<file path="config.mk">
export PLATFORM = sky130hd
export DESIGN_NAME = video_crop
export DESIGN_NICKNAME = d
export VERILOG_FILES = /design/src/rtl/crop_pkg.sv /design/src/rtl/hblank_shaper.sv /design/src/rtl/vblank_shaper.sv /design/src/rtl/crop_keys.sv /design/src/rtl/screen_info.sv /design/src/rtl/video_crop.sv
export SDC_FILE = /design/constraint.sdc
export NUM_CORES = 1
export LEC_CHECK = 0
export ABC_CLOCK_PERIOD_IN_PS = 6800
export BUFFER_PORTS_ARGS = -buffer_cell sky130_fd_sc_hd__buf_2
export CAP_MARGIN = 5
export CELL_PAD_IN_SITES_DETAIL_PLACEMENT = 1
export CELL_PAD_IN_SITES_GLOBAL_PLACEMENT = 1
export CORE_UTILIZATION = 46
export DETAILED_ROUTE_END_ITERATION = 8
export GPL_TIMING_DRIVEN = 0
export PLACE_DENSITY_LB_ADDON = 0.1
export RECOVER_POWER = 50
export SYNTH_ARGS = -nofsm -noshare
export SYNTH_HDL_FRONTEND = slang
export SYNTH_SLANG_ARGS = --single-unit
export TNS_END_PERCENT = 5
</file>
<file path="constraint.sdc">
create_clock -name clk_28 -period 6.8 [get_ports clk_28]
set_clock_uncertainty 0.2 [all_clocks]
set_input_delay 1.7 -clock clk_28 [delete_from_list [all_inputs] [get_ports clk_28]]
set_output_delay 1.7 -clock clk_28 [all_outputs]
set_load 0.02 [all_outputs]
</file>
<file path="src/rtl/crop_pkg.sv">
// video crop package with shared types, timing margins and key codes

package crop_pkg;

	////////////////////////////////////////////////////////////
	// basic types

	typedef logic [11:0] cnt_t;    // pixel, line or offset count
	typedef logic [1:0]  res_t;    // resolution code

	typedef struct packed {
		cnt_t left;                // moves start of active line
		cnt_t right;               // moves end of active line
		cnt_t top;                 // moves first active row
		cnt_t bottom;              // moves last active row
	} crop_offsets_t;

	typedef struct packed {
		logic       strobe;        // event strobe level
		logic [1:0] kind;          // event type
		logic [7:0] code;          // key code
	} key_event_t;

	typedef struct packed {
		crop_offsets_t offsets;    // offsets in use at capture
		cnt_t          hsize;      // active width
		cnt_t          vsize;      // active height, both fields
		res_t          res;        // resolution code
	} screen_info_t;

	////////////////////////////////////////////////////////////
	// timing margins and steps

	localparam cnt_t HFORCE_START = 12'd8;   // forced hblank ends here
	localparam cnt_t HFORCE_END   = 12'd8;   // forced hblank starts this far before hmax
	localparam cnt_t VFORCE_START = 12'd1;
	localparam cnt_t VFORCE_END   = 12'd3;
	localparam cnt_t HADJ         = 12'd2;   // pipeline skew on horizontal edges
	localparam cnt_t VADJ         = 12'd1;
	localparam cnt_t HSTEP        = 12'd4;   // left and right step
	localparam cnt_t VSTEP        = 12'd1;   // top and bottom step

	// keyboard events
	localparam logic [1:0] KIND_ADJUST  = 2'd3;
	localparam logic [7:0] KEY_BKSP     = 8'h41;
	localparam logic [7:0] KEY_UP       = 8'h4c;
	localparam logic [7:0] KEY_DOWN     = 8'h4d;
	localparam logic [7:0] KEY_LEFT     = 8'h4f;
	localparam logic [7:0] KEY_RIGHT    = 8'h4e;
	localparam logic [7:0] KEY_ALT_L_DN = 8'h64;
	localparam logic [7:0] KEY_ALT_R_DN = 8'h65;
	localparam logic [7:0] KEY_ALT_L_UP = 8'he4;
	localparam logic [7:0] KEY_ALT_R_UP = 8'he5;

endpackage

</file>
<file path="src/rtl/hblank_shaper.sv">
// horizontal blank shaper that measures each line and moves its blank edges
`timescale 1ns/1ps

module hblank_shaper import crop_pkg::*; (
	input  logic          clk_28,
	input  logic          RESET,
	input  logic          hsync_n,     // active low line sync
	input  logic          hblank,      // source horizontal blank
	input  crop_offsets_t offsets,     // left and right used here
	input  logic          hsize_take,  // width sample line, from vertical side
	output logic          hbl,         // combined horizontal blank
	output logic          hde,         // registered horizontal enable
	output logic          hcnt_end,    // pulse at sync fall
	output cnt_t          hsize        // measured active width
);

	logic old_hs;          // sync one cycle back
	logic old_hblank;      // hblank one cycle back
	logic hb_start;        // hblank going high
	logic hb_end;          // hblank going low
	cnt_t hcnt;            // pixels since sync
	cnt_t hend;            // hcnt where hblank ends
	cnt_t hsta;            // hcnt where hblank starts
	cnt_t hmax;            // hcnt at line end
	cnt_t shbl_open;       // shaped blank release point
	cnt_t shbl_close;      // shaped blank start point
	cnt_t fhbl_close;      // forced blank start point
	logic shbl;            // shaped blank
	logic fhbl;            // forced blank around sync

	assign hb_start   = ~old_hblank & hblank;
	assign hb_end     = old_hblank & ~hblank;
	assign hcnt_end   = old_hs & ~hsync_n;
	assign shbl_open  = hend + offsets.left - HADJ;
	assign shbl_close = hsta + offsets.right - HADJ;
	assign fhbl_close = hmax - HFORCE_END;
	assign hbl        = fhbl | shbl | ~hsync_n;   // sync always blanks

	////////////////////////////////////////////////////////////
	// line measurement and edge shaping

	always_ff @(posedge clk_28) begin
		if (!RESET) begin
			old_hs     <= 1'b1;
			old_hblank <= 1'b1;
			hcnt       <= '0;
			hend       <= '0;
			hsta       <= '0;
			hmax       <= '0;
			hsize      <= '0;
			shbl       <= 1'b1;
			fhbl       <= 1'b1;
			hde        <= 1'b0;
		end else begin
			old_hs     <= hsync_n;
			old_hblank <= hblank;
			hcnt       <= hsync_n ? hcnt + 12'd1 : '0;   // held at 0 in sync

			if (hb_end)   hend <= hcnt;
			if (hb_start) hsta <= hcnt;
			if (hcnt_end) hmax <= hcnt;                  // total line length
			if (hb_start && hsize_take) hsize <= hcnt - hend;

			if (hcnt == shbl_open)    shbl <= 1'b0;
			if (hcnt == shbl_close)   shbl <= 1'b1;
			if (hcnt == HFORCE_START) fhbl <= 1'b0;
			if (hcnt == fhbl_close)   fhbl <= 1'b1;

			hde <= ~hbl;
		end
	end

endmodule

</file>
<file path="src/rtl/vblank_shaper.sv">
// vertical blank shaper with field aware frame measurement and row cropping
`timescale 1ns/1ps

module vblank_shaper import crop_pkg::*; (
	input  logic          clk_28,
	input  logic          RESET,
	input  logic          vsync_n,     // active low frame sync
	input  logic          vblank,      // source vertical blank
	input  logic          field1,      // interlace field flag
	input  logic          hbl,         // combined horizontal blank
	input  logic          hcnt_end,    // line end pulse
	input  crop_offsets_t offsets,     // top and bottom used here
	output logic          vde,         // vertical display enable
	output logic          vbl_end,     // registered vblank fall pulse
	output cnt_t          vsize,       // active rows, both fields
	output logic          hsize_take   // width sample line
);

	logic vbl;             // vblank or sync
	logic old_vs;
	logic old_vbl;
	logic old_hbl;
	logic vs_fall;
	logic vbl_rise;
	logic vbl_fall;
	logic hbl_fall;        // start of active part of a line
	cnt_t vcnt;            // lines since sync
	cnt_t f0_vend;         // field 0 edges and length
	cnt_t f0_vsta;
	cnt_t f0_vmax;
	cnt_t f1_vend;         // field 1 edges and length
	cnt_t f1_vsta;
	cnt_t f1_vmax;
	cnt_t f1_vsize;        // field 1 height, waiting for field 0
	cnt_t vend;            // edges of the field on now
	cnt_t vsta;
	cnt_t vmax;
	logic svbl;            // shaped blank
	logic fvbl;            // forced blank near sync

	assign vbl        = vblank | ~vsync_n;
	assign vs_fall    = old_vs & ~vsync_n;
	assign vbl_rise   = ~old_vbl & vbl;
	assign vbl_fall   = old_vbl & ~vbl;
	assign hbl_fall   = old_hbl & ~hbl;
	assign vend       = field1 ? f1_vend : f0_vend;
	assign vsta       = field1 ? f1_vsta : f0_vsta;
	assign vmax       = field1 ? f1_vmax : f0_vmax;
	assign vde        = ~(svbl | fvbl);
	assign hsize_take = ~field1 & (vcnt == f0_vend + 12'd1);   // one line into active

	always_ff @(posedge clk_28) begin
		if (!RESET) begin
			old_vs   <= 1'b1;
			old_vbl  <= 1'b1;
			old_hbl  <= 1'b1;
			vbl_end  <= 1'b0;
			vcnt     <= '0;
			f0_vend  <= '0;
			f0_vsta  <= '0;
			f0_vmax  <= '0;
			f1_vend  <= '0;
			f1_vsta  <= '0;
			f1_vmax  <= '0;
			f1_vsize <= '0;
			vsize    <= '0;
			svbl     <= 1'b1;
			fvbl     <= 1'b1;
		end else begin
			old_vs  <= vsync_n;
			old_vbl <= vbl;
			old_hbl <= hbl;
			vbl_end <= vbl_fall;                 // one cycle late on purpose
			if (hcnt_end) vcnt <= vcnt + 12'd1;
			if (!vsync_n) vcnt <= '0;

			////////////////////////////////////////////////////////////
			// per field measurement
			if (!field1) begin
				if (vbl_fall) f0_vend <= vcnt;
				if (vs_fall)  f0_vmax <= vcnt;
				if (vbl_rise) begin
					f0_vsta  <= vcnt;
					vsize    <= vcnt - f0_vend + f1_vsize;   // adds previous field 1
					f1_vsize <= '0;
				end
			end else begin
				if (vbl_fall) f1_vend <= vcnt;
				if (vs_fall)  f1_vmax <= vcnt;
				if (vbl_rise) begin
					f1_vsta  <= vcnt;
					f1_vsize <= vcnt - f1_vend;
				end
			end

			// rows switch only where a line goes active
			if (hbl_fall) begin
				if (vcnt == vend + offsets.top - VADJ)    svbl <= 1'b0;
				if (vcnt == vsta + offsets.bottom - VADJ) svbl <= 1'b1;
				if (vcnt == VFORCE_START)                 fvbl <= 1'b0;
				if (vcnt == vmax - VFORCE_END)            fvbl <= 1'b1;
			end
		end
	end

endmodule

</file>
<file path="src/rtl/crop_keys.sv">
// crop offset registers stepped by keyboard events or loaded from a preset
`timescale 1ns/1ps

module crop_keys import crop_pkg::*; (
	input  logic          clk_28,
	input  logic          RESET,
	input  key_event_t    key,          // keyboard event
	input  crop_offsets_t preset,       // full offset set
	input  logic          preset_load,  // level, loads every cycle
	output crop_offsets_t offsets
);

	logic       adj_stb;   // strobe of an adjust event
	logic       old_stb;
	logic       adj_rise;  // registered strobe edge
	logic [7:0] code_q;    // code aligned with adj_rise
	logic       alt;       // either alt held

	assign adj_stb = key.strobe & (key.kind == KIND_ADJUST);

	always_ff @(posedge clk_28) begin
		code_q <= key.code;
	end

	////////////////////////////////////////////////////////////
	// edge detect and offset update

	always_ff @(posedge clk_28) begin
		if (!RESET) begin
			old_stb  <= 1'b0;
			adj_rise <= 1'b0;
			alt      <= 1'b0;
			offsets  <= '0;
		end else begin
			old_stb  <= adj_stb;
			adj_rise <= adj_stb & ~old_stb;

			if (adj_rise) begin
				if (code_q == KEY_ALT_L_DN || code_q == KEY_ALT_R_DN) alt <= 1'b1;
				if (code_q == KEY_ALT_L_UP || code_q == KEY_ALT_R_UP) alt <= 1'b0;
			end

			if (preset_load) begin
				offsets <= preset;                     // wins over keys
			end else if (adj_rise) begin
				case (code_q)
					KEY_BKSP:  offsets <= '0;
					KEY_UP: begin
						if (alt) offsets.bottom <= offsets.bottom + VSTEP;
						else     offsets.top    <= offsets.top + VSTEP;
					end
					KEY_DOWN: begin
						if (alt) offsets.bottom <= offsets.bottom - VSTEP;
						else     offsets.top    <= offsets.top - VSTEP;
					end
					KEY_LEFT: begin
						if (alt) offsets.right <= offsets.right + HSTEP;
						else     offsets.left  <= offsets.left + HSTEP;
					end
					KEY_RIGHT: begin
						if (alt) offsets.right <= offsets.right - HSTEP;
						else     offsets.left  <= offsets.left - HSTEP;
					end
					default: ;                             // alt codes and others
				endcase
			end
		end
	end

endmodule

</file>
<file path="src/rtl/screen_info.sv">
// screen info capture at the end of vblank with a change counter
`timescale 1ns/1ps

module screen_info import crop_pkg::*; (
	input  logic          clk_28,
	input  logic          RESET,
	input  logic          vbl_end,     // capture strobe
	input  crop_offsets_t offsets,
	input  cnt_t          hsize,
	input  cnt_t          vsize,
	input  res_t          res,
	output screen_info_t  info,        // last captured record
	output logic [6:0]    info_count   // steps on size or mode change
);

	logic changed;   // new geometry differs from last record

	assign changed = (info.hsize != hsize) |
	                 (info.vsize != vsize) |
	                 (info.res != res);

	////////////////////////////////////////////////////////////
	// capture

	always_ff @(posedge clk_28) begin
		if (!RESET) begin
			info       <= '0;
			info_count <= '0;
		end else if (vbl_end) begin
			info <= '{
				offsets: offsets,
				hsize:   hsize,
				vsize:   vsize,
				res:     res
			};
			if (changed) info_count <= info_count + 7'd1;   // offsets alone do not count
		end
	end

endmodule

</file>
<file path="src/rtl/video_crop.sv">
// video crop top level joining the shapers, key handler and info capture
`timescale 1ns/1ps

module video_crop import crop_pkg::*; (
	input  logic          clk_28,
	input  logic          RESET,
	input  logic          hsync_n,
	input  logic          vsync_n,
	input  logic          hblank,
	input  logic          vblank,
	input  logic          field1,
	input  res_t          res,
	input  key_event_t    key,
	input  crop_offsets_t preset,
	input  logic          preset_load,
	output logic          de,          // registered display enable
	output screen_info_t  info,
	output logic [6:0]    info_count
);

	crop_offsets_t offsets;      // live crop offsets
	logic          hbl;
	logic          hde;
	logic          hcnt_end;
	logic          hsize_take;
	cnt_t          hsize;
	logic          vde;
	logic          vbl_end;
	cnt_t          vsize;

	crop_keys u_keys (.clk_28, .RESET, .key, .preset, .preset_load, .offsets);

	hblank_shaper u_hbl (
		.clk_28, .RESET, .hsync_n, .hblank, .offsets, .hsize_take,
		.hbl, .hde, .hcnt_end, .hsize
	);

	vblank_shaper u_vbl (
		.clk_28, .RESET, .vsync_n, .vblank, .field1, .hbl, .hcnt_end, .offsets,
		.vde, .vbl_end, .vsize, .hsize_take
	);

	screen_info u_info (.clk_28, .RESET, .vbl_end, .offsets, .hsize, .vsize, .res,
		.info, .info_count);

	always_ff @(posedge clk_28) begin
		if (!RESET) de <= 1'b0;
		else        de <= hde & vde;   // second stage after hde
	end

endmodule

</file>
==> results of run 1 <==
how the worst max path moves through the flow:
stage / to / slack, ps / cells after the start
floorplan: u_vbl.svbl / 1470 / 15
global placement: u_vbl.svbl / 350 / 16
detailed placement: u_vbl.svbl / 290 / 16
CTS: u_vbl.svbl / 850 / 16
global route: u_vbl.svbl / 580 / 16
finish: u_vbl.svbl / 810 / 16
stage by stage:
stage                     instances  instance area [µm²]  setup slack (ps)   util  total power [mW]
final                          3289                23000               809  0.531              4.75
after global routing           3289                23000               576  0.531              4.92
after CTS                      3289                23000               851  0.533              4.78
after detailed placement       3220                21700               293  0.503              2.63
after global placement         3220                21700               349  0.503              2.61
after floorplan                2485                20300              1470      -              2.44
registers in the layout, indices dropped and copies added (netlist names), 7 cells and up:
signal and count:
u_keys.offsets 48, u_vbl.f0_vmax 12, u_hbl.hsize 12, u_info.info_count 7, u_vbl.f1_vmax 12, u_vbl.f1_vsta 12, u_vbl.f0_vend 12, u_vbl.f1_vend 12
u_hbl.hmax 12, u_keys.code_q 8, u_info.info 74, u_vbl.vsize 12, u_hbl.hsta 12, u_hbl.hend 12, u_vbl.f0_vsta 12, u_vbl.vcnt 12
u_vbl.f1_vsize 12, u_hbl.hcnt 12
layout make-up:
type | instances | area [µm²] | area share
tap | 585 | 732 | 0.0319
multi-input combinational | 1811 | 12500 | 0.542
buffer | 124 | 536 | 0.0233
clock inverter | 12 | 156 | 0.00681
inverter | 230 | 863 | 0.0376
sequential | 320 | 6410 | 0.279
timing repair buffer | 150 | 677 | 0.0295
clock buffer | 57 | 1140 | 0.0498
critical path, cell delays in order:
cell and delay, ps:
sky130_fd_sc_hd__buf_2 180, sky130_fd_sc_hd__buf_6 190, sky130_fd_sc_hd__buf_2 300, sky130_fd_sc_hd__buf_2 390, sky130_fd_sc_hd__buf_2 340, sky130_fd_sc_hd__buf_2 420
sky130_fd_sc_hd__mux2i_1 310, sky130_fd_sc_hd__ha_1 310, sky130_fd_sc_hd__fa_1 460, sky130_fd_sc_hd__nand2b_1 180, sky130_fd_sc_hd__a21oi_1 250, sky130_fd_sc_hd__mux2_2 210
sky130_fd_sc_hd__mux2i_1 50, sky130_fd_sc_hd__or3_1 410, sky130_fd_sc_hd__o41ai_1 400, sky130_fd_sc_hd__nand3_1 110
placed cells by master, fill, tap and decap left out, types with 22 or more instances in the layout:
cell type / synthesis / layout
sky130_fd_sc_hd__a211oi_1: 32 / 32
sky130_fd_sc_hd__a21oi_1: 208 / 208
sky130_fd_sc_hd__a22oi_1: 25 / 25
sky130_fd_sc_hd__buf_2: 14 / 105
sky130_fd_sc_hd__clkbuf_1: 95 / 164
sky130_fd_sc_hd__clkbuf_16: 0 / 40
sky130_fd_sc_hd__dfxtp_1: 320 / 320
sky130_fd_sc_hd__ha_1: 162 / 162
sky130_fd_sc_hd__inv_1: 228 / 229
sky130_fd_sc_hd__mux2i_1: 133 / 133
sky130_fd_sc_hd__nand2_1: 257 / 257
sky130_fd_sc_hd__nand3_1: 73 / 73
sky130_fd_sc_hd__nor2_1: 243 / 242
sky130_fd_sc_hd__nor3_1: 51 / 51
sky130_fd_sc_hd__o21ai_0: 68 / 68
sky130_fd_sc_hd__or3_1: 22 / 22
sky130_fd_sc_hd__xnor2_1: 144 / 144
sky130_fd_sc_hd__xor2_1: 87 / 87
per-layer routing:
metal  vias to the layer above  global-route usage  part of all wire
li1                       8876                   -                 -
met1                      9187               0.378              0.43
met2                       428               0.556              0.49
met3                       154              0.0404             0.039
met4                         0               0.133             0.039
met5                         -                   0                 0
report_power, final:
group          total [mW]  switching [mW]  internal (mW)
sequential           1.95          0.0430           1.91
clock                2.16           0.875           1.28
combinational       0.646           0.387          0.259
total                4.75            1.31           3.45
cells by family after synthesis:
kind of cell	synth area share
flops	0.316
mux	0.0696
xor+xnor	0.102
buf+inv	0.0694
compound gates	0.139
simple gates	0.183
fa+ha+maj	0.121
==> results.sh, run 1 <==
export IMPL_run_status="finished, final reports clean"
export IMPL_worst_r2r_startpoint="u_keys.code_q[5]"
export IMPL_hold_path_endpoint="u_keys.adj_rise"
export IMPL_cts_sinks=320
export IMPL_syn_avg_cell_area_um2=8.15
export IMPL_worst_hold_path_num_cells=1
export IMPL_finalHoldViolations=0
export IMPL_ys_top_cells_by_area="sky130_fd_sc_hd__dfxtp_1 (32%), sky130_fd_sc_hd__ha_1 (10%), sky130_fd_sc_hd__mux2i_1 (6.6%)"
export IMPL_setup_worst_path_start="field1"
export IMPL_maxClockFrequency_ghz=0.167
export IMPL_die_h_um=212
export IMPL_finish_net_count=2928
export IMPL_slew_violations=0
export IMPL_core_area_um2=43300
export IMPL_detail_route_iter0_violations=1025
export IMPL_crit_required_ps=7030
export IMPL_cts_max_path_buffers=3
export IMPL_die_width_um=212
export IMPL_endpoint_type_of_the_worst_setup_path="register"
export IMPL_clkLatencyLatePin_ps=570
export IMPL_timing_final_crit_share=0.881
export IMPL_worst_endpoint_arrival_ps=6220
export IMPL_syn_inst=2485
export IMPL_critical_path_startpoint_type="input port"
export IMPL_tritoncts="yes"
export IMPL_route_vias_total=18600
export IMPL_drt_pass1_iter_count=5
export IMPL_synth_edf_count=0
export IMPL_timing_final_setup_violations=0
export IMPL_path_clk_slew_ps=60
export IMPL_grt_ovfl_total=0
export IMPL_drive_gt1_frac=0.0743
export IMPL_worst_hold_path_type="reg2reg"
export IMPL_placement_io_buffers=150
export IMPL_post_drt_via_cell_ratio=5.67
export IMPL_post_synth_top_count_cell="sky130_fd_sc_hd__dfxtp_1"
export IMPL_timing_worst_setup_path_type="in2reg"
export IMPL_grt_first_pass_wirelength_um=109000
export IMPL_post_drt_wl_per_cell_um=21.2
export IMPL_async_flop_share=0
export IMPL_hold_buffers=0
export IMPL_cts_repair_resized=0
export IMPL_initial_core_util=0.468
export IMPL_ys_warn_count=0
export IMPL_nFillCells=5340
export IMPL_post_route_drc_count=0
export IMPL_vdd_ir_drop_max_v=0.000179
export IMPL_regToRegEndpoint="u_keys.offsets[34]"
export IMPL_fp_dieArea_um2=44900
export IMPL_grt_max_degree=23
export IMPL_reg2reg_setup_slack_ps=2360
export IMPL_vias_in_the_first_global_route=19600
export IMPL_detail_route_wirelength_um=69600
export IMPL_worst_slew_pin_slew_ps=1090
export IMPL_pwr_density_cell_nw_per_um2=207
export IMPL_max_cap_viols=0
export IMPL_hold_slack_ps=188
export IMPL_grt_setup_unrepaired="false"
export IMPL_gpl_final_weighted_congestion=0.907
export IMPL_crit_path_max_fanout=10
export IMPL_synth_top_cell_by_area="sky130_fd_sc_hd__dfxtp_1"
export IMPL_syn_cell_area_um2=20300
export IMPL_antenna_diode_count=0
export IMPL_postCtsSetupBuffers=0
export IMPL_netlist_cell_type_count=84
export IMPL_ys_ff_latch=320
export IMPL_top_flip_flop_cell_by_instance_count_after_synthesis="sky130_fd_sc_hd__dfxtp_1"
export IMPL_synth_largest_type_area_fraction=0.316
export IMPL_initial_antenna_violation_count=0
export IMPL_number_of_ports_placed_on_the_die_boundary=151
export IMPL_grt_total_usage=0.313
export IMPL_area_growth_synth_to_final_pct=13.4
export IMPL_synth_fp_nets=2737
export IMPL_fin_tns_setup_ps=0
export IMPL_hpwl_after_dpl_um=53100
export IMPL_r2r_worst_path_cells=12
export IMPL_ant_nets=0
export IMPL_ys_top_cells_by_count="sky130_fd_sc_hd__dfxtp_1 (320), sky130_fd_sc_hd__nand2_1 (257), sky130_fd_sc_hd__nor2_1 (243)"
export IMPL_cts_htree_levels=2
export IMPL_holdCritStartpoint="u_keys.old_stb"
export IMPL_static_leakage_power_nw=9.38
export IMPL_relSlewSlack=0.276
export IMPL_seq_area_frac_synth=0.316
export IMPL_root_buffer="sky130_fd_sc_hd__clkbuf_16"
export IMPL_placement_rows=76
export IMPL_post_route_min_period_ps=5990
export IMPL_tritoncts_buffers=39
No activity file was read; power rests on OpenSTA's default activity.
==> inputs of run 2 (changes only) <==
--- a/config.mk
+++ b/config.mk
@@ -5,12 +5,13 @@
 export SDC_FILE = /design/constraint.sdc
 export NUM_CORES = 1
 export LEC_CHECK = 0
+export ABC_AREA = 1
 export ABC_CLOCK_PERIOD_IN_PS = 6800
 export BUFFER_PORTS_ARGS = -buffer_cell sky130_fd_sc_hd__buf_2
 export CAP_MARGIN = 5
 export CELL_PAD_IN_SITES_DETAIL_PLACEMENT = 1
 export CELL_PAD_IN_SITES_GLOBAL_PLACEMENT = 1
-export CORE_UTILIZATION = 46
+export CORE_UTILIZATION = 45
 export DETAILED_ROUTE_END_ITERATION = 8
 export GPL_TIMING_DRIVEN = 0
 export PLACE_DENSITY_LB_ADDON = 0.1
==> run 2 against run 1 <==
Net effect:
- sequential share of layout area shrank 0.63 points
- sequential power grew 4%
- synthesized cell count up 19%
- critical path depth up 5
- design area increased by 2.3%
- wire length up 12%
- first-iteration DRC count increased by 8.1%
- final cell count grew 15%
- setup slack better by 17 ps
- power increased by 18%
- area after synthesis up 1.7%
- combinational power grew 90%
- critical path type unchanged
- highest routed layer unchanged
==> results.sh, run 2 <==
export IMPL_maxClockFrequency_ghz=0.167
export IMPL_syn_avg_cell_area_um2=6.97
export IMPL_grt_setup_unrepaired="false"
export IMPL_post_drt_via_cell_ratio=5.58
export IMPL_ys_ff_latch=320
export IMPL_critical_path_slowest_cell="sky130_fd_sc_hd__fa_1"
export IMPL_path_cells="buf_2 -> clkbuf_1 -> clkbuf_1 -> buf_1 -> clkbuf_1 -> o21ai_0 -> ha_1 -> inv_1 -> ha_1 -> inv_1 -> fa_1 -> xor2_1 -> nand3_1 -> nor2_1 -> nand3_1 -> nor2_1 -> nand3_1 -> nor2_1 -> nand3_1 -> nand2_1 -> nand3_1"
export IMPL_endpoint_type_of_the_worst_setup_path="register"
export IMPL_r2r_worst_path_cells=13
export IMPL_die_h_um=216
export IMPL_tritoncts_buffers=41
export IMPL_hold_path_endpoint="u_keys.adj_rise"
export IMPL_timing_worst_setup_path_type="in2reg"
export IMPL_registers_top_by_ff_count="u_info.info"
export IMPL_relSlewSlack=0.234
export IMPL_synth_edf_count=0
export IMPL_worst_hold_path_num_cells=1
export IMPL_drt_pass1_iter_count=7
export IMPL_placement_io_buffers=147
export IMPL_p_int_mw=3.82
export IMPL_slew_violations=0
export IMPL_place_ws_ps=779
export IMPL_area_growth_synth_to_final_pct=14.0
export IMPL_most_common_cell_after_layout_fill_and_taps_aside="sky130_fd_sc_hd__nand2_1"
export IMPL_drive_gt1_frac=0.0765
export IMPL_tritoncts="yes"
export IMPL_holdCritStartpoint="u_keys.old_stb"
export IMPL_pwr_density_cell_nw_per_um2=239
export IMPL_vdd_ir_drop_max_v=0.000189
export IMPL_path_common_cell="sky130_fd_sc_hd__nand3_1"
export IMPL_setup_ws_ps=826
export IMPL_largest_registers_in_the_final_layout="u_info.info (74), u_keys.offsets (48)"
export IMPL_fin_tns_setup_ps=0
export IMPL_timing_final_crit_share=0.879
export IMPL_finalHoldViolations=0
export IMPL_finish_net_count=3399
export IMPL_initial_antenna_violation_count=1
export IMPL_ys_top_cells_by_count="sky130_fd_sc_hd__nand2_1 (493), sky130_fd_sc_hd__inv_1 (427), sky130_fd_sc_hd__a21oi_1 (360)"
export IMPL_highest_count_cells_in_the_layout_ignoring_fill_and_taps="sky130_fd_sc_hd__nand2_1 (493), sky130_fd_sc_hd__inv_1 (427), sky130_fd_sc_hd__a21oi_1 (360)"
export IMPL_fin_util=0.519
export IMPL_core_area_um2=45300
export IMPL_syn_inst=2957
export IMPL_initial_core_util=0.455
export IMPL_gpl_final_weighted_congestion=0.906
export IMPL_reg2reg_setup_slack_ps=3070
export IMPL_critical_path_startpoint_type="input port"
export IMPL_cts_sinks=320
export IMPL_placement_rows=78
export IMPL_static_leakage_power_nw=10.9
export IMPL_synth_largest_type_area_fraction=0.311
export IMPL_max_cap_viols=0
export IMPL_post_synth_top_count_cell="sky130_fd_sc_hd__nand2_1"
export IMPL_top_flip_flop_cell_by_instance_count_after_synthesis="sky130_fd_sc_hd__dfxtp_1"
export IMPL_clkLatencyLatePin_ps=590
export IMPL_crit_path_max_fanout=10
export IMPL_post_route_min_period_ps=5970
export IMPL_cts_repair_resized=0
export IMPL_seq_area_frac_synth=0.311
export IMPL_largest_register_ff_count=74
export IMPL_share_clk_of_total_power=0.422
export IMPL_crit_path_max_incr_delay_ps=510
export IMPL_grt_first_pass_wirelength_um=121000
export IMPL_ys_top_cells_by_area="sky130_fd_sc_hd__dfxtp_1 (31%), sky130_fd_sc_hd__ha_1 (9.8%), sky130_fd_sc_hd__nand2_1 (9.0%)"
export IMPL_postCtsSetupBuffers=0
export IMPL_hpwl_after_dpl_um=59400
export IMPL_ys_warn_count=0
export IMPL_syn_cell_area_um2=20600
export IMPL_total_power_mw=5.63
export IMPL_share_comb_of_total_power=0.218
export IMPL_root_buffer="sky130_fd_sc_hd__clkbuf_16"
export IMPL_power_switching_mw=1.80
export IMPL_worst_endpoint_arrival_ps=6200
export IMPL_sequentialPowerShare=0.360
export IMPL_post_route_drc_count=0
export IMPL_grt_total_usage=0.331
export IMPL_synth_fp_nets=3209
export IMPL_worst_hold_path_type="reg2reg"
export IMPL_worst_slew_pin_slew_ps=1150
export IMPL_path_clk_slew_ps=60
export IMPL_ant_nets=0
export IMPL_fp_dieArea_um2=46700
export IMPL_die_width_um=216
export IMPL_detail_route_wirelength_um=77900
export IMPL_cts_htree_levels=2
export IMPL_cts_max_path_buffers=3
export IMPL_worst_r2r_startpoint="u_vbl.vcnt[1]"
export IMPL_timing_final_setup_violations=0
export IMPL_route_vias_total=21100
export IMPL_hold_buffers=0
export IMPL_nFillCells=5999
export IMPL_critical_path_top_delay_family="buffers and inverters"
export IMPL_number_of_ports_placed_on_the_die_boundary=151
export IMPL_grt_max_degree=24
export IMPL_regToRegEndpoint="u_vbl.vsize[9]"
export IMPL_crit_required_ps=7030
export IMPL_netlist_cell_type_count=51
export IMPL_async_flop_share=0
export IMPL_switching_share=0.321
export IMPL_post_drt_wl_per_cell_um=20.6
export IMPL_run_status="finished, final reports clean"
export IMPL_grt_ovfl_total=0
export IMPL_worstPathBufferInverterCount=7
export IMPL_vias_in_the_first_global_route=21800
export IMPL_detail_route_iter0_violations=1108
export IMPL_synth_top_cell_by_area="sky130_fd_sc_hd__dfxtp_1"
[run 2: cell types whose count changed in the layout (fill, tap and decap cells not counted), moves of 81 or more]
cell and delta:
sky130_fd_sc_hd__a21oi_1 +152, sky130_fd_sc_hd__inv_1 +198, sky130_fd_sc_hd__mux2i_1 -133, sky130_fd_sc_hd__nand2_1 +236, sky130_fd_sc_hd__o21ai_0 +259, sky130_fd_sc_hd__xnor2_1 -81
[run 2: worst reg2reg max path, stage by stage, from the launching register on]
cell,delay (ps)
sky130_fd_sc_hd__dfxtp_1,460
sky130_fd_sc_hd__clkbuf_1,500
sky130_fd_sc_hd__inv_1,300
sky130_fd_sc_hd__fa_1,620
sky130_fd_sc_hd__inv_1,60
sky130_fd_sc_hd__ha_1,280
sky130_fd_sc_hd__nand3_1,80
sky130_fd_sc_hd__nand3_1,160
sky130_fd_sc_hd__a21oi_1,310
sky130_fd_sc_hd__o21bai_1,130
sky130_fd_sc_hd__or2_2,280
sky130_fd_sc_hd__nand3_1,70
sky130_fd_sc_hd__o211ai_1,90
sky130_fd_sc_hd__inv_1,100
[run 2: cell families (layout without fill, tap and decap cells)]
family,Yosys count,count (layout),synth area share
and+or+nand+nor,965,965,0.201
AOI/OAI and AO/OA,775,775,0.199
buffers and inverters,560,781,0.104
DFF,320,320,0.311
adders and majority gates,183,183,0.119
xor gates and xnor gates,154,154,0.0671
other,0,1,0
[run 2: layout make-up]
cell class	instances	area (µm²)	area share
well taps	600	751	0.0319
repair buffers	147	697	0.0297
inverters	442	1660	0.0706
flip-flops and latches	320	6410	0.273
clock buffers	53	1150	0.0490
multi-input cells	2077	12100	0.513
plain buffers	118	479	0.0204
diodes	1	2.50	0.000106
clock inverters	21	300	0.0128
[run 2: layer usage]
metal | global-route usage | vias to the layer above | part of all wire
met4 | 0.150 | 0 | 0.043
li1 | - | 10100 | -
met3 | 0.0381 | 164 | 0.040
met5 | 0 | - | 0
met1 | 0.409 | 10400 | 0.44
met2 | 0.575 | 434 | 0.48
[run 2: power groups by stage]
stage	logic (mW)	clock network [mW]	registers, mW
6_report	1.23	2.38	2.03
5_1_grt	1.37	2.46	2.03
4_1_cts	1.23	2.39	2.02
3_5_place_dp	1.21	0	2.06
3_3_place_gp	1.15	0	2.06
2_1_floorplan	0.850	0	2.07
[run 2: worst max-delay path by stage]
stage | cells past startpoint | slack, ps | from | to
after global placement | 23 | 790 | field1 | u_vbl.svbl
after detailed placement | 21 | 780 | field1 | u_vbl.svbl
after global routing | 23 | 550 | field1 | u_vbl.svbl
after floorplan | 21 | 1830 | field1 | u_vbl.svbl
after CTS | 21 | 1340 | field1 | u_vbl.svbl
final | 21 | 830 | field1 | u_vbl.svbl
[run 2: per-stage QoR]
step / hold slack (ps) / std cells / area (µm²)
2_1_floorplan: 173 / 2957 / 20600
3_3_place_gp: 182 / 3704 / 22100
3_5_place_dp: 186 / 3704 / 22100
4_1_cts: 194 / 3778 / 23500
5_1_grt: 210 / 3778 / 23500
6_report: 193 / 3779 / 23500
==> inputs of run 3 (changes only) <==
--- a/config.mk
+++ b/config.mk
@@ -14,7 +14,7 @@
 export CORE_UTILIZATION = 45
 export DETAILED_ROUTE_END_ITERATION = 8
 export GPL_TIMING_DRIVEN = 0
-export PLACE_DENSITY_LB_ADDON = 0.1
+export PLACE_DENSITY = 0.84
 export RECOVER_POWER = 50
 export SYNTH_ARGS = -nofsm -noshare
 export SYNTH_HDL_FRONTEND = slang
==> run 3 against run 2 <==
Net effect:
- final cell count barely moved
- sequential power hardly changed
- first-iteration DRC count increased by 11%
- sequential share of layout area is 0.13 points higher
- count of clock-buffer cells in the layout increased by 5
- register-to-register slack got worse by 20 ps
- wire length fell by 0.84%
- critical endpoint unchanged
==> results.sh, run 3 (synthesized netlist as in run 2, its figures left out) <==
export IMPL_p_int_mw=3.70
export IMPL_crit_path_max_incr_delay_ps=540
export IMPL_worst_hold_path_num_cells=1
export IMPL_path_cells="buf_2 -> buf_2 -> clkbuf_1 -> buf_1 -> clkbuf_1 -> o21ai_0 -> ha_1 -> inv_1 -> ha_1 -> inv_1 -> fa_1 -> inv_1 -> nand2_1 -> nand3_1 -> nand3_1 -> nor2_1 -> nand3_1 -> nor2_1 -> nand3_1 -> nor2_1 -> nand3_1 -> nand2_1 -> nand3_1"
export IMPL_regToRegEndpoint="u_vbl.vsize[9]"
export IMPL_path_common_cell="sky130_fd_sc_hd__nand3_1"
export IMPL_share_comb_of_total_power=0.223
export IMPL_grt_first_pass_wirelength_um=122000
export IMPL_placement_rows=78
export IMPL_post_route_min_period_ps=6060
export IMPL_reg2reg_setup_slack_ps=3050
export IMPL_hpwl_after_dpl_um=59800
export IMPL_core_area_um2=45300
export IMPL_largest_registers_in_the_final_layout="u_info.info (74), u_keys.offsets (48)"
export IMPL_post_route_drc_count=0
export IMPL_post_drt_wl_per_cell_um=20.5
export IMPL_ant_nets=0
export IMPL_initial_core_util=0.455
export IMPL_most_common_cell_after_layout_fill_and_taps_aside="sky130_fd_sc_hd__nand2_1"
export IMPL_path_clk_slew_ps=60
export IMPL_clkLatencyLatePin_ps=580
export IMPL_gpl_final_weighted_congestion=0.936
export IMPL_critical_path_startpoint_type="input port"
export IMPL_placement_io_buffers=147
export IMPL_initial_antenna_violation_count=1
export IMPL_met3_length_um=3380
export IMPL_maxClockFrequency_ghz=0.165
export IMPL_grt_ovfl_total=0
export IMPL_worst_r2r_startpoint="u_vbl.vcnt[4]"
export IMPL_hold_buffers=0
export IMPL_antenna_diode_count=0
export IMPL_cts_htree_levels=2
export IMPL_placed_cell_area_um2=22100
export IMPL_fin_tns_setup_ps=0
export IMPL_vdd_ir_drop_max_v=0.000196
export IMPL_crit_required_ps=7030
export IMPL_static_leakage_power_nw=10.9
export IMPL_drt_pass1_iter_count=7
export IMPL_holdCritStartpoint="u_keys.old_stb"
export IMPL_finalHoldViolations=0
export IMPL_met1_wire_length_um=33100
export IMPL_largest_register_ff_count=74
export IMPL_root_buffer="sky130_fd_sc_hd__clkbuf_16"
export IMPL_power_switching_mw=1.77
export IMPL_detail_route_wirelength_um=77200
export IMPL_drive_gt1_frac=0.0740
export IMPL_grt_total_usage=0.331
export IMPL_cts_repair_resized=0
export IMPL_r2r_worst_path_cells=13
export IMPL_fin_util=0.517
export IMPL_highest_count_cells_in_the_layout_ignoring_fill_and_taps="sky130_fd_sc_hd__nand2_1 (493), sky130_fd_sc_hd__inv_1 (427), sky130_fd_sc_hd__a21oi_1 (360)"
export IMPL_post_drt_via_cell_ratio=5.60
export IMPL_tritoncts_buffers=40
export IMPL_tritoncts="yes"
export IMPL_slew_violations=0
export IMPL_grt_setup_unrepaired="false"
export IMPL_timing_final_setup_violations=0
export IMPL_route_vias_total=21200
export IMPL_registers_top_by_ff_count="u_info.info"
export IMPL_finish_net_count=3398
export IMPL_worst_slew_pin_slew_ps=1180
export IMPL_grt_max_degree=24
export IMPL_worst_endpoint_arrival_ps=6290
export IMPL_endpoint_type_of_the_worst_setup_path="register"
export IMPL_crit_path_max_fanout=10
export IMPL_run_status="finished, final reports clean"
export IMPL_vias_in_the_first_global_route=22300
export IMPL_critical_path_top_delay_family="buffers and inverters"
export IMPL_max_cap_viols=0
export IMPL_hold_path_endpoint="u_keys.adj_rise"
export IMPL_cts_max_path_buffers=3
export IMPL_fp_dieArea_um2=46700
export IMPL_switching_share=0.324
export IMPL_critical_path_slowest_cell="sky130_fd_sc_hd__clkbuf_1"
export IMPL_die_h_um=216
export IMPL_timing_final_crit_share=0.891
export IMPL_timing_worst_setup_path_type="in2reg"
export IMPL_cts_sinks=320
export IMPL_route_top_layer_used="met4"
export IMPL_relSlewSlack=0.212
export IMPL_detail_route_iter0_violations=1226
export IMPL_number_of_ports_placed_on_the_die_boundary=151
export IMPL_area_growth_synth_to_final_pct=13.5
export IMPL_sequentialPowerShare=0.370
export IMPL_worstPathBufferInverterCount=8
export IMPL_worst_hold_path_type="reg2reg"
export IMPL_die_width_um=216
export IMPL_met2_wirelength_um=37500
export IMPL_share_clk_of_total_power=0.406
export IMPL_postCtsSetupBuffers=0
export IMPL_final_design_area_no_fill_um2=23400
export IMPL_pwr_density_cell_nw_per_um2=234
==> run 3: cell types whose count changed in the layout (fill, tap and decap cells not counted), moves of 2 or more <==
cell and delta:
sky130_fd_sc_hd__buf_2 -5, sky130_fd_sc_hd__bufinv_16 -4, sky130_fd_sc_hd__clkbuf_1 +6, sky130_fd_sc_hd__clkbuf_8 +5, sky130_fd_sc_hd__clkinv_2 +2, sky130_fd_sc_hd__clkinv_4 -2, sky130_fd_sc_hd__clkinvlp_4 -2
==> run 3: worst max-delay path by stage <==
stage	startpoint	to	depth (start not counted)
2_1_floorplan	field1	u_vbl.svbl	21
3_3_place_gp	field1	u_vbl.svbl	23
3_5_place_dp	field1	u_vbl.svbl	23
4_1_cts	field1	u_vbl.svbl	23
5_1_grt	field1	u_vbl.svbl	23
6_report	field1	u_vbl.svbl	23
==> run 3: area by class of cell <==
type                            count  area, µm²
Multi-Input combinational cell   2077      12100
Inverter                          442       1660
Tap cell                          600        751
Timing Repair Buffer              147        689
Clock inverter                     14        153
Clock buffer                       58       1200
Fill cell                        6006      21900
Buffer                            118        480
Sequential cell                   320       6410
==> run 3: per-stage QoR <==
step           setup slack [ps]  hold WS, ps  power (mW)  cells
2_1_floorplan              1830          173        2.92   2957
3_3_place_gp                745          181        3.20   3704
3_5_place_dp                585          192        3.27   3704
4_1_cts                    1180          200        5.48   3776
5_1_grt                     485          224        5.71   3776
6_report                    739          201        5.47   3776
==> run 3: per-layer routing <==
layer,global-route usage,up-vias
met3,0.0421,179
met2,0.580,502
met4,0.146,0
met1,0.404,10400
li1,-,10100
met5,0,-
==> run 3: worst register-to-register path, delay by kind of cell (launching register included) <==
kind / cells / cell delay [ps]
compound gates: 5 / 880
fa+ha+maj: 2 / 1040
buf+inv: 4 / 880
simple gates: 2 / 360
flops: 1 / 320
==> run 3: power groups by stage <==
stage | Clock (mW) | Combinational [mW] | Sequential [mW]
after global placement | 0 | 1.14 | 2.06
after floorplan | 0 | 0.850 | 2.07
final | 2.22 | 1.22 | 2.03
after global routing | 2.31 | 1.37 | 2.03
after detailed placement | 0 | 1.20 | 2.06
after CTS | 2.24 | 1.22 | 2.02
